$ cat config.mk
export PLATFORM = sky130hd
export DESIGN_NAME = soc_ctrl_top
export DESIGN_NICKNAME = d
export VERILOG_FILES = /design/src/common/soc_pkg.sv /design/src/common/devmap_pkg.sv /design/src/soc_ctrl_top.sv /design/src/gpio_port.sv /design/src/devtbl/reset_seq.sv /design/src/devtbl/dev_table.sv /design/src/pi1_decoder.sv
export SDC_FILE = /design/constraint.sdc
export NUM_CORES = 1
export LEC_CHECK = 0
export BUFFER_PORTS_ARGS = -buffer_cell sky130_fd_sc_hd__buf_2
export CAP_MARGIN = 20
export CORE_ASPECT_RATIO = 2
export CORE_MARGIN = 4
export CORE_UTILIZATION = 40
export DETAILED_ROUTE_END_ITERATION = 8
export PLACE_DENSITY = 0.76
export SETUP_SLACK_MARGIN = 0.4
export SLEW_MARGIN = 20
export SYNTH_ARGS = -nofsm -noshare
export SYNTH_HDL_FRONTEND = slang
export SYNTH_SLANG_ARGS = --single-unit
$ cat constraint.sdc
create_clock -name clk100mhz_i -period 2.6 [get_ports clk100mhz_i]
set_clock_uncertainty 0.2 [all_clocks]
set_input_delay 0.26 -clock clk100mhz_i [delete_from_list [all_inputs] [get_ports clk100mhz_i]]
set_output_delay 0.26 -clock clk100mhz_i [all_outputs]
set_load 0.05 [all_outputs]
$ cat src/common/soc_pkg.sv
// bus widths, bus op encoding, reset hold and activity stretcher constants
package soc_pkg;

	// one bus word and its word address
	localparam int ARCHBITSZ = 32;
	localparam int ADDRBITSZ = 30;
	localparam int SELBITSZ  = 4;

	// peripheral bus op, held by the master until rdy
	typedef enum logic [1:0] {
		PI1_NOOP  = 2'b00,
		PI1_WRITE = 2'b01,
		PI1_READ  = 2'b10,
		PI1_RDWR  = 2'b11
	} pi1_op_t;

	// reset hold after the clock generator locks
	localparam int RST_CNTR_BITSZ = 8;
	localparam logic [RST_CNTR_BITSZ-1:0] RST_HOLD_CYCLES = 8'd255;

	// activity led dimming, one cycle on then one off
	localparam int ACTIVITY_CNTR_BITSZ = 1;

	localparam int GPIOCOUNT = 8;

endpackage
$ cat src/common/devmap_pkg.sv
// slave indices, device ids, map sizes and base addresses of the bus map
package devmap_pkg;

	import soc_pkg::*;

	// order here is the order of the address map
	typedef enum logic [1:0] {
		S_DEVTBL     = 2'd0,
		S_GPIO       = 2'd1,
		S_INVALIDDEV = 2'd2
	} slave_idx_t;

	localparam int SLAVECOUNT = 3;

	// id reported by the device table, 0 for the catch-all slave
	localparam logic [ARCHBITSZ-1:0] DEV_ID [SLAVECOUNT] = '{32'd7, 32'd6, 32'd0};

	// map sizes in words
	localparam logic [ADDRBITSZ-1:0] DEV_MAPSZ [SLAVECOUNT] = '{30'd16, 30'd4, 30'd1024};

	// slaves sit back to back from word zero
	localparam logic [ADDRBITSZ-1:0] DEV_BASE [SLAVECOUNT] = '{
		30'd0,
		DEV_MAPSZ[0],
		DEV_MAPSZ[0] + DEV_MAPSZ[1]
	};

	// software reset control word inside the device table
	localparam logic [3:0] DEVTBL_CTRL_WORD = 4'd15;

endpackage

$ cat src/soc_ctrl_top.sv
// board control top with bus decoder, device table, reset sequencer and gpio
`timescale 1ns/1ns

module soc_ctrl_top
	import soc_pkg::*;
(
	input  logic                 clk100mhz_i,
	input  logic                 rst_p,
	input  logic                 pll_locked_i,
	input  logic                 pu_rst_req_i,
	input  pi1_op_t              pi1_op_i,
	input  logic [ADDRBITSZ-1:0] pi1_addr_i,
	input  logic [ARCHBITSZ-1:0] pi1_data_i,
	input  logic [SELBITSZ-1:0]  pi1_sel_i,
	input  logic [GPIOCOUNT-1:0] gp_i,
	input  logic                 sd_di_i,
	input  logic                 sd_do_i,
	input  logic                 dram_init_error_i,
	output logic [ARCHBITSZ-1:0] pi1_data_o,
	output logic                 pi1_rdy_o,
	output logic [GPIOCOUNT-1:0] gp_o,
	output logic                 sys_rst_o
);

	pi1_op_t              devtbl_op;
	pi1_op_t              gpio_op;
	logic [ARCHBITSZ-1:0] devtbl_data;
	logic [ARCHBITSZ-1:0] gpio_data;
	logic                 devtbl_rdy;
	logic                 gpio_rdy;
	logic                 soft_warm;
	logic                 soft_off;

	pi1_decoder pi1_decoder_i (
		.clk100mhz_i   (clk100mhz_i),
		.pi1_op_i      (pi1_op_i),
		.pi1_addr_i    (pi1_addr_i),
		.devtbl_data_i (devtbl_data),
		.devtbl_rdy_i  (devtbl_rdy),
		.gpio_data_i   (gpio_data),
		.gpio_rdy_i    (gpio_rdy),
		.devtbl_op_o   (devtbl_op),
		.gpio_op_o     (gpio_op),
		.pi1_data_o    (pi1_data_o),
		.pi1_rdy_o     (pi1_rdy_o)
	);

	// slaves are aligned, so low address bits are their word offset
	dev_table dev_table_i (
		.clk100mhz_i (clk100mhz_i),
		.sys_rst_i   (sys_rst_o),
		.op_i        (devtbl_op),
		.addr_i      (pi1_addr_i[3:0]),
		.data_i      (pi1_data_i),
		.sel_i       (pi1_sel_i),
		.data_o      (devtbl_data),
		.rdy_o       (devtbl_rdy),
		.soft_warm_o (soft_warm),
		.soft_off_o  (soft_off)
	);

	reset_seq reset_seq_i (
		.clk100mhz_i  (clk100mhz_i),
		.rst_p        (rst_p),
		.pll_locked_i (pll_locked_i),
		.pu_rst_req_i (pu_rst_req_i),
		.soft_warm_i  (soft_warm),
		.soft_off_i   (soft_off),
		.sys_rst_o    (sys_rst_o)
	);

	gpio_port gpio_port_i (
		.clk100mhz_i       (clk100mhz_i),
		.sys_rst_i         (sys_rst_o),
		.op_i              (gpio_op),
		.addr_i            (pi1_addr_i[0]),
		.data_i            (pi1_data_i),
		.sel_i             (pi1_sel_i),
		.gp_i              (gp_i),
		.sd_di_i           (sd_di_i),
		.sd_do_i           (sd_do_i),
		.dram_init_error_i (dram_init_error_i),
		.data_o            (gpio_data),
		.rdy_o             (gpio_rdy),
		.gp_o              (gp_o)
	);

endmodule

$ cat src/gpio_port.sv
// gpio input synchronizer, output register and activity stretcher
`timescale 1ns/1ns

module gpio_port
	import soc_pkg::*;
(
	input  logic                 clk100mhz_i,
	input  logic                 sys_rst_i,
	input  pi1_op_t              op_i,
	input  logic                 addr_i,
	input  logic [ARCHBITSZ-1:0] data_i,
	input  logic [SELBITSZ-1:0]  sel_i,
	input  logic [GPIOCOUNT-1:0] gp_i,
	input  logic                 sd_di_i,
	input  logic                 sd_do_i,
	input  logic                 dram_init_error_i,
	output logic [ARCHBITSZ-1:0] data_o,
	output logic                 rdy_o,
	output logic [GPIOCOUNT-1:0] gp_o
);

	logic [GPIOCOUNT-1:0]           gp_meta;
	logic [GPIOCOUNT-1:0]           gp_sync;
	logic [GPIOCOUNT-1:0]           gpo_r;
	logic                           ack_r;
	logic [ARCHBITSZ-1:0]           data_r;
	logic                           take_op;
	logic                           activity;
	logic [ACTIVITY_CNTR_BITSZ-1:0] activity_cntr;

	assign take_op = (op_i != PI1_NOOP) && !ack_r;

	// two flops against metastability
	always_ff @(posedge clk100mhz_i) begin
		gp_meta <= gp_i;
		gp_sync <= gp_meta;
	end

	always_ff @(posedge clk100mhz_i) begin
		if (sys_rst_i) begin
			ack_r <= 1'b0;
			gpo_r <= '0;
		end else begin
			ack_r <= take_op;
			if (take_op && (op_i != PI1_READ) && !addr_i && sel_i[0]) begin
				gpo_r <= data_i[GPIOCOUNT-1:0];
			end
		end
	end

	// word 0 reads the pins, word 1 the output register
	always_ff @(posedge clk100mhz_i) begin
		if (take_op) begin
			data_r <= {{(ARCHBITSZ-GPIOCOUNT){1'b0}}, addr_i ? gpo_r : gp_sync};
		end
	end

	// after each pulse the counter forces a dark cycle
	always_ff @(posedge clk100mhz_i) begin
		if (sys_rst_i) begin
			activity      <= 1'b0;
			activity_cntr <= '0;
		end else if (activity_cntr != '0) begin
			activity      <= 1'b0;
			activity_cntr <= activity_cntr - 1'b1;
		end else if (!(sd_di_i && sd_do_i) || dram_init_error_i) begin
			activity      <= 1'b1;
			activity_cntr <= '1;
		end
	end

	assign data_o = data_r;
	assign rdy_o  = (op_i == PI1_NOOP) || ack_r;
	assign gp_o   = {gpo_r[GPIOCOUNT-1:1], gpo_r[0] | activity};

endmodule

$ cat src/devtbl/reset_seq.sv
// power-on reset hold counter with warm restart and power-off latch
`timescale 1ns/1ns

module reset_seq
	import soc_pkg::*;
(
	input  logic clk100mhz_i,
	input  logic rst_p,
	input  logic pll_locked_i,
	input  logic pu_rst_req_i,
	input  logic soft_warm_i,
	input  logic soft_off_i,
	output logic sys_rst_o
);

	logic [RST_CNTR_BITSZ-1:0] rst_cntr;
	logic                      off_r;
	logic                      hold;

	// any of these restarts the full hold time
	assign hold = !pll_locked_i || pu_rst_req_i || soft_warm_i;

	always_ff @(posedge clk100mhz_i) begin
		if (rst_p || hold) begin
			rst_cntr <= RST_HOLD_CYCLES;
		end else if (rst_cntr != '0) begin
			rst_cntr <= rst_cntr - 1'b1;
		end
	end

	// powered off until the external reset
	always_ff @(posedge clk100mhz_i) begin
		if (rst_p) begin
			off_r <= 1'b0;
		end else if (soft_off_i) begin
			off_r <= 1'b1;
		end
	end

	assign sys_rst_o = (rst_cntr != '0) || off_r || !pll_locked_i;

	// the latch holds the system in reset until rst_p
	a_off_sticky: assert property (@(posedge clk100mhz_i) disable iff (rst_p)
		$past(off_r) |-> (off_r && sys_rst_o));

endmodule

$ cat src/devtbl/dev_table.sv
// device table read registers and software reset control word
`timescale 1ns/1ns

module dev_table
	import soc_pkg::*;
	import devmap_pkg::*;
(
	input  logic                 clk100mhz_i,
	input  logic                 sys_rst_i,
	input  pi1_op_t              op_i,
	input  logic [3:0]           addr_i,
	input  logic [ARCHBITSZ-1:0] data_i,
	input  logic [SELBITSZ-1:0]  sel_i,
	output logic [ARCHBITSZ-1:0] data_o,
	output logic                 rdy_o,
	output logic                 soft_warm_o,
	output logic                 soft_off_o
);

	logic                 ack_r;
	logic [ARCHBITSZ-1:0] data_r;
	logic [ARCHBITSZ-1:0] rd_word;
	logic                 take_op;
	logic                 ctrl_wr;

	// first cycle of an access before the ack
	assign take_op = (op_i != PI1_NOOP) && !ack_r;
	assign ctrl_wr = take_op && ((op_i == PI1_WRITE) || (op_i == PI1_RDWR)) &&
		(addr_i == DEVTBL_CTRL_WORD) && sel_i[0];

	// even words hold ids, odd words hold map sizes in bytes
	always_comb begin
		rd_word = '0;
		for (int k = 0; k < SLAVECOUNT; k++) begin
			if (addr_i[3:1] == 3'(k)) begin
				rd_word = addr_i[0] ? {DEV_MAPSZ[k], 2'b00} : DEV_ID[k];
			end
		end
	end

	always_ff @(posedge clk100mhz_i) begin
		if (sys_rst_i) begin
			ack_r <= 1'b0;
		end else begin
			ack_r <= take_op;
		end
	end

	always_ff @(posedge clk100mhz_i) begin
		if (take_op) begin
			data_r <= rd_word;
		end
	end

	// bit 1 restarts the system, bit 0 alone powers it off
	always_ff @(posedge clk100mhz_i) begin
		if (sys_rst_i) begin
			soft_warm_o <= 1'b0;
			soft_off_o  <= 1'b0;
		end else begin
			soft_warm_o <= ctrl_wr && data_i[1];
			soft_off_o  <= ctrl_wr && (data_i[1:0] == 2'b01);
		end
	end

	assign data_o = data_r;
	assign rdy_o  = (op_i == PI1_NOOP) || ack_r;

	// ready rises only to answer an access that is still held
	a_rdy_after_op: assert property (@(posedge clk100mhz_i) disable iff (sys_rst_i)
		(!rdy_o ##1 rdy_o) |-> (op_i != PI1_NOOP));

endmodule

$ cat src/pi1_decoder.sv
// bus address decoder with default slave and read data return mux
`timescale 1ns/1ns

module pi1_decoder
	import soc_pkg::*;
	import devmap_pkg::*;
(
	input  logic                 clk100mhz_i,
	input  pi1_op_t              pi1_op_i,
	input  logic [ADDRBITSZ-1:0] pi1_addr_i,
	input  logic [ARCHBITSZ-1:0] devtbl_data_i,
	input  logic                 devtbl_rdy_i,
	input  logic [ARCHBITSZ-1:0] gpio_data_i,
	input  logic                 gpio_rdy_i,
	output pi1_op_t              devtbl_op_o,
	output pi1_op_t              gpio_op_o,
	output logic [ARCHBITSZ-1:0] pi1_data_o,
	output logic                 pi1_rdy_o
);

	slave_idx_t slave_sel;

	function automatic logic in_map(logic [ADDRBITSZ-1:0] addr, slave_idx_t idx);
		return (addr >= DEV_BASE[idx]) && (addr < (DEV_BASE[idx] + DEV_MAPSZ[idx]));
	endfunction

	// anything outside the real slaves lands on the default slave
	always_comb begin
		slave_sel = S_INVALIDDEV;
		if (in_map(pi1_addr_i, S_DEVTBL)) begin
			slave_sel = S_DEVTBL;
		end else if (in_map(pi1_addr_i, S_GPIO)) begin
			slave_sel = S_GPIO;
		end
	end

	assign devtbl_op_o = (slave_sel == S_DEVTBL) ? pi1_op_i : PI1_NOOP;
	assign gpio_op_o   = (slave_sel == S_GPIO) ? pi1_op_i : PI1_NOOP;

	// default slave answers at once with zero
	always_comb begin
		case (slave_sel)
			S_DEVTBL: begin
				pi1_data_o = devtbl_data_i;
				pi1_rdy_o  = devtbl_rdy_i;
			end
			S_GPIO: begin
				pi1_data_o = gpio_data_i;
				pi1_rdy_o  = gpio_rdy_i;
			end
			default: begin
				pi1_data_o = '0;
				pi1_rdy_o  = 1'b1;
			end
		endcase
	end

	// an access stays with one slave until it is answered
	a_one_slave: assert property (@(posedge clk100mhz_i)
		((pi1_op_i != PI1_NOOP) && !pi1_rdy_o) |=> ($stable(slave_sel) && $stable(pi1_op_i)));

endmodule

### Word level (Yosys, flattened, before mapping)

Index checks and enable logic that the tools add are counted.

| cells by class | value |
|---|---|
| add/sub/neg operators | 2 |
| $lt $le $gt $ge | 4 |
| equal/unequal tests | 8 |
| mux-type cells | 15 |
| bitwise operators | 1 |
| reduce and logical (&&, ||, !) cells | 35 |

Operator list:

| operator | count |
|---|---|
| 32-bit two-way mux | 3 |
| 32-bit one-hot mux with 2 select lines | 1 |
| 30-bit by 5-bit less-than comparator with 1-bit output (second input constant) | 2 |
| 30-bit by 1-bit greater-or-equal comparator with 1-bit output (second input constant) | 1 |
| 30-bit by 5-bit greater-or-equal comparator with 1-bit output (second input constant) | 1 |
| 1-bit logical AND | 13 |
| 13-bit two-way mux | 1 |
| 1-bit logical OR | 9 |
| 2-bit two-way mux | 4 |
| 8-bit two-way mux | 1 |
| 8-bit nonzero test | 1 |
| 8-bit by 1-bit subtractor with 8-bit output (second input constant) | 1 |
| 7-bit two-way mux | 1 |
| 2-bit by 1-bit equality test with 1-bit output (second input constant) | 3 |
| 2-bit logical NOT | 3 |
| 1-bit logical NOT | 5 |
| 5-bit two-way mux | 1 |
| 4-bit equality test (second input constant) | 1 |
| 2-bit nonzero test | 2 |
| 3-bit by 1-bit equality test with 1-bit output (second input constant) | 1 |
| 3-bit by 2-bit equality test with 1-bit output (second input constant) | 1 |
| 3-bit logical NOT | 1 |
| 2-bit equality test (second input constant) | 1 |
| 1-bit two-way mux | 2 |
| other kinds (5) | 5 |

| word-level totals | value |
|---|---|
| register bits | 79 |
| bits of input ports | 83 |

### Logic depth before layout (Yosys ltp)

| depth | value |
|---|---|
| depth in word-level cells | 12 |
| gate-level depth with buffers | 7 |
| gate-level depth less buffers | 5 |

### Modules after synthesis

From an unflattened synthesis, not the netlist that was laid out.

| unflattened totals | value |
|---|---|
| cells, all modules | 346 |
| area, all modules | 3337.0 um^2 |

Modules (own cells, without submodules):

| module | instances | cells each | area each (um^2) |
|---|---|---|---|
| gpio_port | 1 | 111 | 1371.3 |
| pi1_decoder | 1 | 134 | 973.4 |
| dev_table | 1 | 50 | 519.2 |
| reset_seq | 1 | 51 | 473.0 |

### Worst setup path before layout

OpenSTA, ideal clock, no wires.

| timing path | value |
|---|---|
| kind | input port to output port |
| start | input port pi1_addr_i[15] |
| end | output port pi1_data_o[12] |
| arrival | 2.402 ns |
| data required time | 2.140 ns |
| path slack | -0.262 ns |
| cell stages on the path | 6 |
| path buffers | 2 |
| path through | nor4_1 > and4_1 > buf_2 > nand2_1 > clkbuf_1 > nor3b_1 |

| on the way | value |
|---|---|
| longest elaborated chain between the ends | 6 |
| elaborated cells between the ends (all ways) | 11 |

RTL lines:

| item | RTL line | source |
|---|---|---|
| from (decl) | soc_ctrl_top.sv:12 | `input logic [ADDRBITSZ-1:0] pi1_addr_i,` |
| 30-bit by 5-bit greater-or-equal comparator with 1-bit output / 30-bit by 5-bit less-than comparator with 1-bit output (equally long branches) | pi1_decoder.sv:24 | `return (addr >= DEV_BASE[idx]) && (addr < (DEV_BASE[idx] + DEV_MAPSZ[idx]));` |
| 1-bit logical AND | pi1_decoder.sv:24 |  |
| 2-bit two-way mux | pi1_decoder.sv:32 | `end else if (in_map(pi1_addr_i, S_GPIO)) begin` |
| 2-bit two-way mux (*) | pi1_decoder.sv:30 | `if (in_map(pi1_addr_i, S_DEVTBL)) begin` |
| 2-bit by 1-bit equality test with 1-bit output / 2-bit logical NOT (equally long branches) | pi1_decoder.sv:42 | `case (slave_sel)` |
| 32-bit one-hot mux with 2 select lines (*) | pi1_decoder.sv:42 |  |
| to (decl) | soc_ctrl_top.sv:19 | `output logic [ARCHBITSZ-1:0] pi1_data_o,` |

Mark *: on every way between the ends. The rest lies on a longest branch, timed or not.

### Worst setup path in the final report

| timing path | value |
|---|---|
| start | register reset_seq_i.rst_cntr[0] |
| end | output port sys_rst_o |

| on the way | value |
|---|---|
| longest elaborated chain between the ends | 3 |

RTL lines:

| item | RTL line | source |
|---|---|---|
| from (decl) | reset_seq.sv:16 | `logic [RST_CNTR_BITSZ-1:0] rst_cntr;` |
| from (signal assigned) | reset_seq.sv:27 | `rst_cntr <= rst_cntr - 1'b1;` |
| 8-bit nonzero test | reset_seq.sv:40 | `assign sys_rst_o = (rst_cntr != '0) \|\| off_r \|\| !pll_locked_i;` |
| 1-bit logical OR (2 in series) | reset_seq.sv:40 |  |
| to (decl) | soc_ctrl_top.sv:22 | `output logic sys_rst_o` |

No other way between the ends.

==> results.ini <==
[finish]
n_antenna_cell=0
fillCellCount=512
final_area_um2=2907
regArea_um2=1171
mostFrequentLayoutCell=buf_2
layout.nets=394
multi_input_area_um2=963.4
final_cell_mix=buf_2 (71), dfxtp_1 (39), conb_1 (23), nor2_1 (16)
final_cells=371
syn_to_final_growth_pct=29.27
drive_gt1_share_pct=37.30

[clock_tree]
cts_root_buf=clkbuf_8
htreeDepth=2
numCtsBuffers=5
path_clk_slew_ps=100
cts_tree=yes
clock_latency_ps=300
clock-sinks=52
max-clock-path-buffers=2

[floorplan]
io_pins=125
die_h_um=114.0
dieArea_um2=6958
num_rows=38
die-width_um=61.02
core_um2=5420
initial_utilization_pct=41.48

[yosys]
synth_seq_area_share_pct=52.09
ys_async_sr_fraction_pct=0
syn_inst=220
synth_warnings=0
syn-cell-area_um2=2248
ys.flop_type=dfxtp_1
synth_edf_count=13
ys_types=36
synth_seq_cells=52
synth.avg_cell_area_um2=10.22

[placement]
place_congestion=0.8189
place_hpwl_um=4034
port_buffers=74
dp_cells=348
place_area_um2=2609

[timing]
slew_headroom_pct=56.42
period_minus_slack_ps=2087
drv_slew=0
rsz0062_at_grt=false
fmax_mhz=479.2
finalSetupViolCount=0
fin_tns_setup_ps=0
hold_viol_final=0
finalCritPeriodShare_pct=80.26
worst_pin_slew_ps=648.8

[power_and_ir_drop]
ir_worst_vdd_uv=449.8
leakage_nw=1.217
power_density_nw_per_um2=513.7

[setup_path]
critical_path_class=flip-flop to output port
crit_required_ps=2140
worstPathMaxFanout=6
worstPathArrival_ps=1630
worst_setup_path_start_kind=flip-flop
cp-end-kind=output port
r2r_cells=6

[drt]
drt_pre_antenna_iters=4
post_drt_wl_per_cell_um=14.17
num_vias=1881
wirelength_um=5257
via_per_inst=5.070
ant_nets=0
drcViolationCount=0
drt_iter0_markers=50

[job]
drv_cap=0

[global_route]
grt_util_all_layers_pct=16.22
overflow=0
antenna_found_initial=0
grt_pass1_vias=1917
grt_first_pass_wirelength_um=8500
grt_max_degree=19

[hold_path]
hold_depth=3
hold_class=primary input to flip-flop

[status]
status=finished, final reports clean

[per-stage QoR]
step / util [%] / setup slack, ps / total power [mW] / hold WS, ps
floorplan: - / 148.8 / 0.9918 / 87.72
global placement: 48.13 / 314.9 / 1.018 / 109.9
detailed placement: 48.13 / 175.1 / 1.022 / 112.1
CTS: 52.33 / 402.6 / 1.496 / 2.096
global route: 53.62 / 412.8 / 1.565 / 7.904
finish: 53.62 / 513.1 / 1.493 / 11.70
[worst paths after layout]
path                                         startpoint                endpoint  slack, ps
worst min register to register   gpio_port_i.gp_meta[7]  gpio_port_i.gp_sync[7]        130
worst min-delay path                      pi1_data_i[4]    gpio_port_i.gpo_r[4]         10
worst max register to register  reset_seq_i.rst_cntr[0]  dev_table_i.soft_off_o        660
worst max-delay path            reset_seq_i.rst_cntr[0]               sys_rst_o        510
[final cells by class]
type | instances | share of cell area [%]
clock buffers | 5 | 2.368
multi-input cells | 150 | 33.15
well taps | 60 | 2.583
flip-flops and latches | 52 | 40.29
clock inverters | 3 | 0.8610
repair buffers | 98 | 20.36
inverters | 3 | 0.3874
[synthesized netlist by cell type (2+ instances only)]
cell	count	area share [%]
nor4b_1	3	1.2
nand4_1	10	2.8
dfxtp_1	39	35
clkbuf_1	4	0.67
buf_4	30	10
edfxtp_1	13	17
nor2_1	17	2.8
and4_1	2	0.78
nor3_1	8	1.8
a21oi_1	13	2.9
or4_1	2	0.67
mux2i_1	2	0.89
nor3b_1	2	0.67
xnor2_1	4	1.6
nand2b_1	3	0.83
nand2_1	11	1.8
inv_1	3	0.50
and2b_1	3	1.0
o21ai_0	5	1.1
nand3_1	2	0.45
o31ai_1	8	2.7
mux2_2	8	4.0
and3_1	4	1.1
buf_2	3	0.67
nor4_1	10	2.8
[layer usage]
metal	track usage, %	wire length [µm]	up-vias	share of wire [%]
met2	30.16	3038	80	58
li1	-	-	927	-
met5	0	0	-	0
met3	3.171	355	7	6.8
met4	5.933	83	0	1.6
met1	16.97	1779	867	34
[critical path, cell delays in order, from the launching register on]
cell and delay (ps):
dfxtp_1 330, inv_1 90, ha_2 220, and4_4 260, nand3b_1 200, buf_6 220
[registers in the layout (all words and copies together) (netlist names), 5 cells and up]
signal	cells
gpio_port_i.gpo_r	8
gpio_port_i.gp_meta	8
reset_seq_i.rst_cntr	8
dev_table_i.data_o	5
gpio_port_i.data_o	8
gpio_port_i.gp_sync	8
[report_power, final]
part           internal [mW]  switching (mW)  total (mW)
Clock                  0.196           0.273       0.470
Sequential             0.840         0.00330       0.844
Combinational         0.0616           0.118       0.180
[timing repair]
item,CTS,global route
pin swaps,1,1
hold endpoints to repair,11,1
endpoints found under the setup margin,9,10
hold buffers,11,1
gates resized for setup,6,9
setup buffers,1,2
[logic make-up (layout without fill, tap and decap cells)]
group,count (synthesis),after routing,synth area share [%]
flip-flops,52,52,52.09
AND/OR/NAND/NOR,82,82,20.81
other,1,23,0.1668
multiplexers,10,10,4.897
AO/OA/AOI/OAI,29,29,7.680
adder cells (fa/ha/maj),1,1,0.5564
buffers and inverters,40,109,11.85
XOR/XNOR,5,5,1.948
Note: power is estimated with default switching activity, not from simulation.
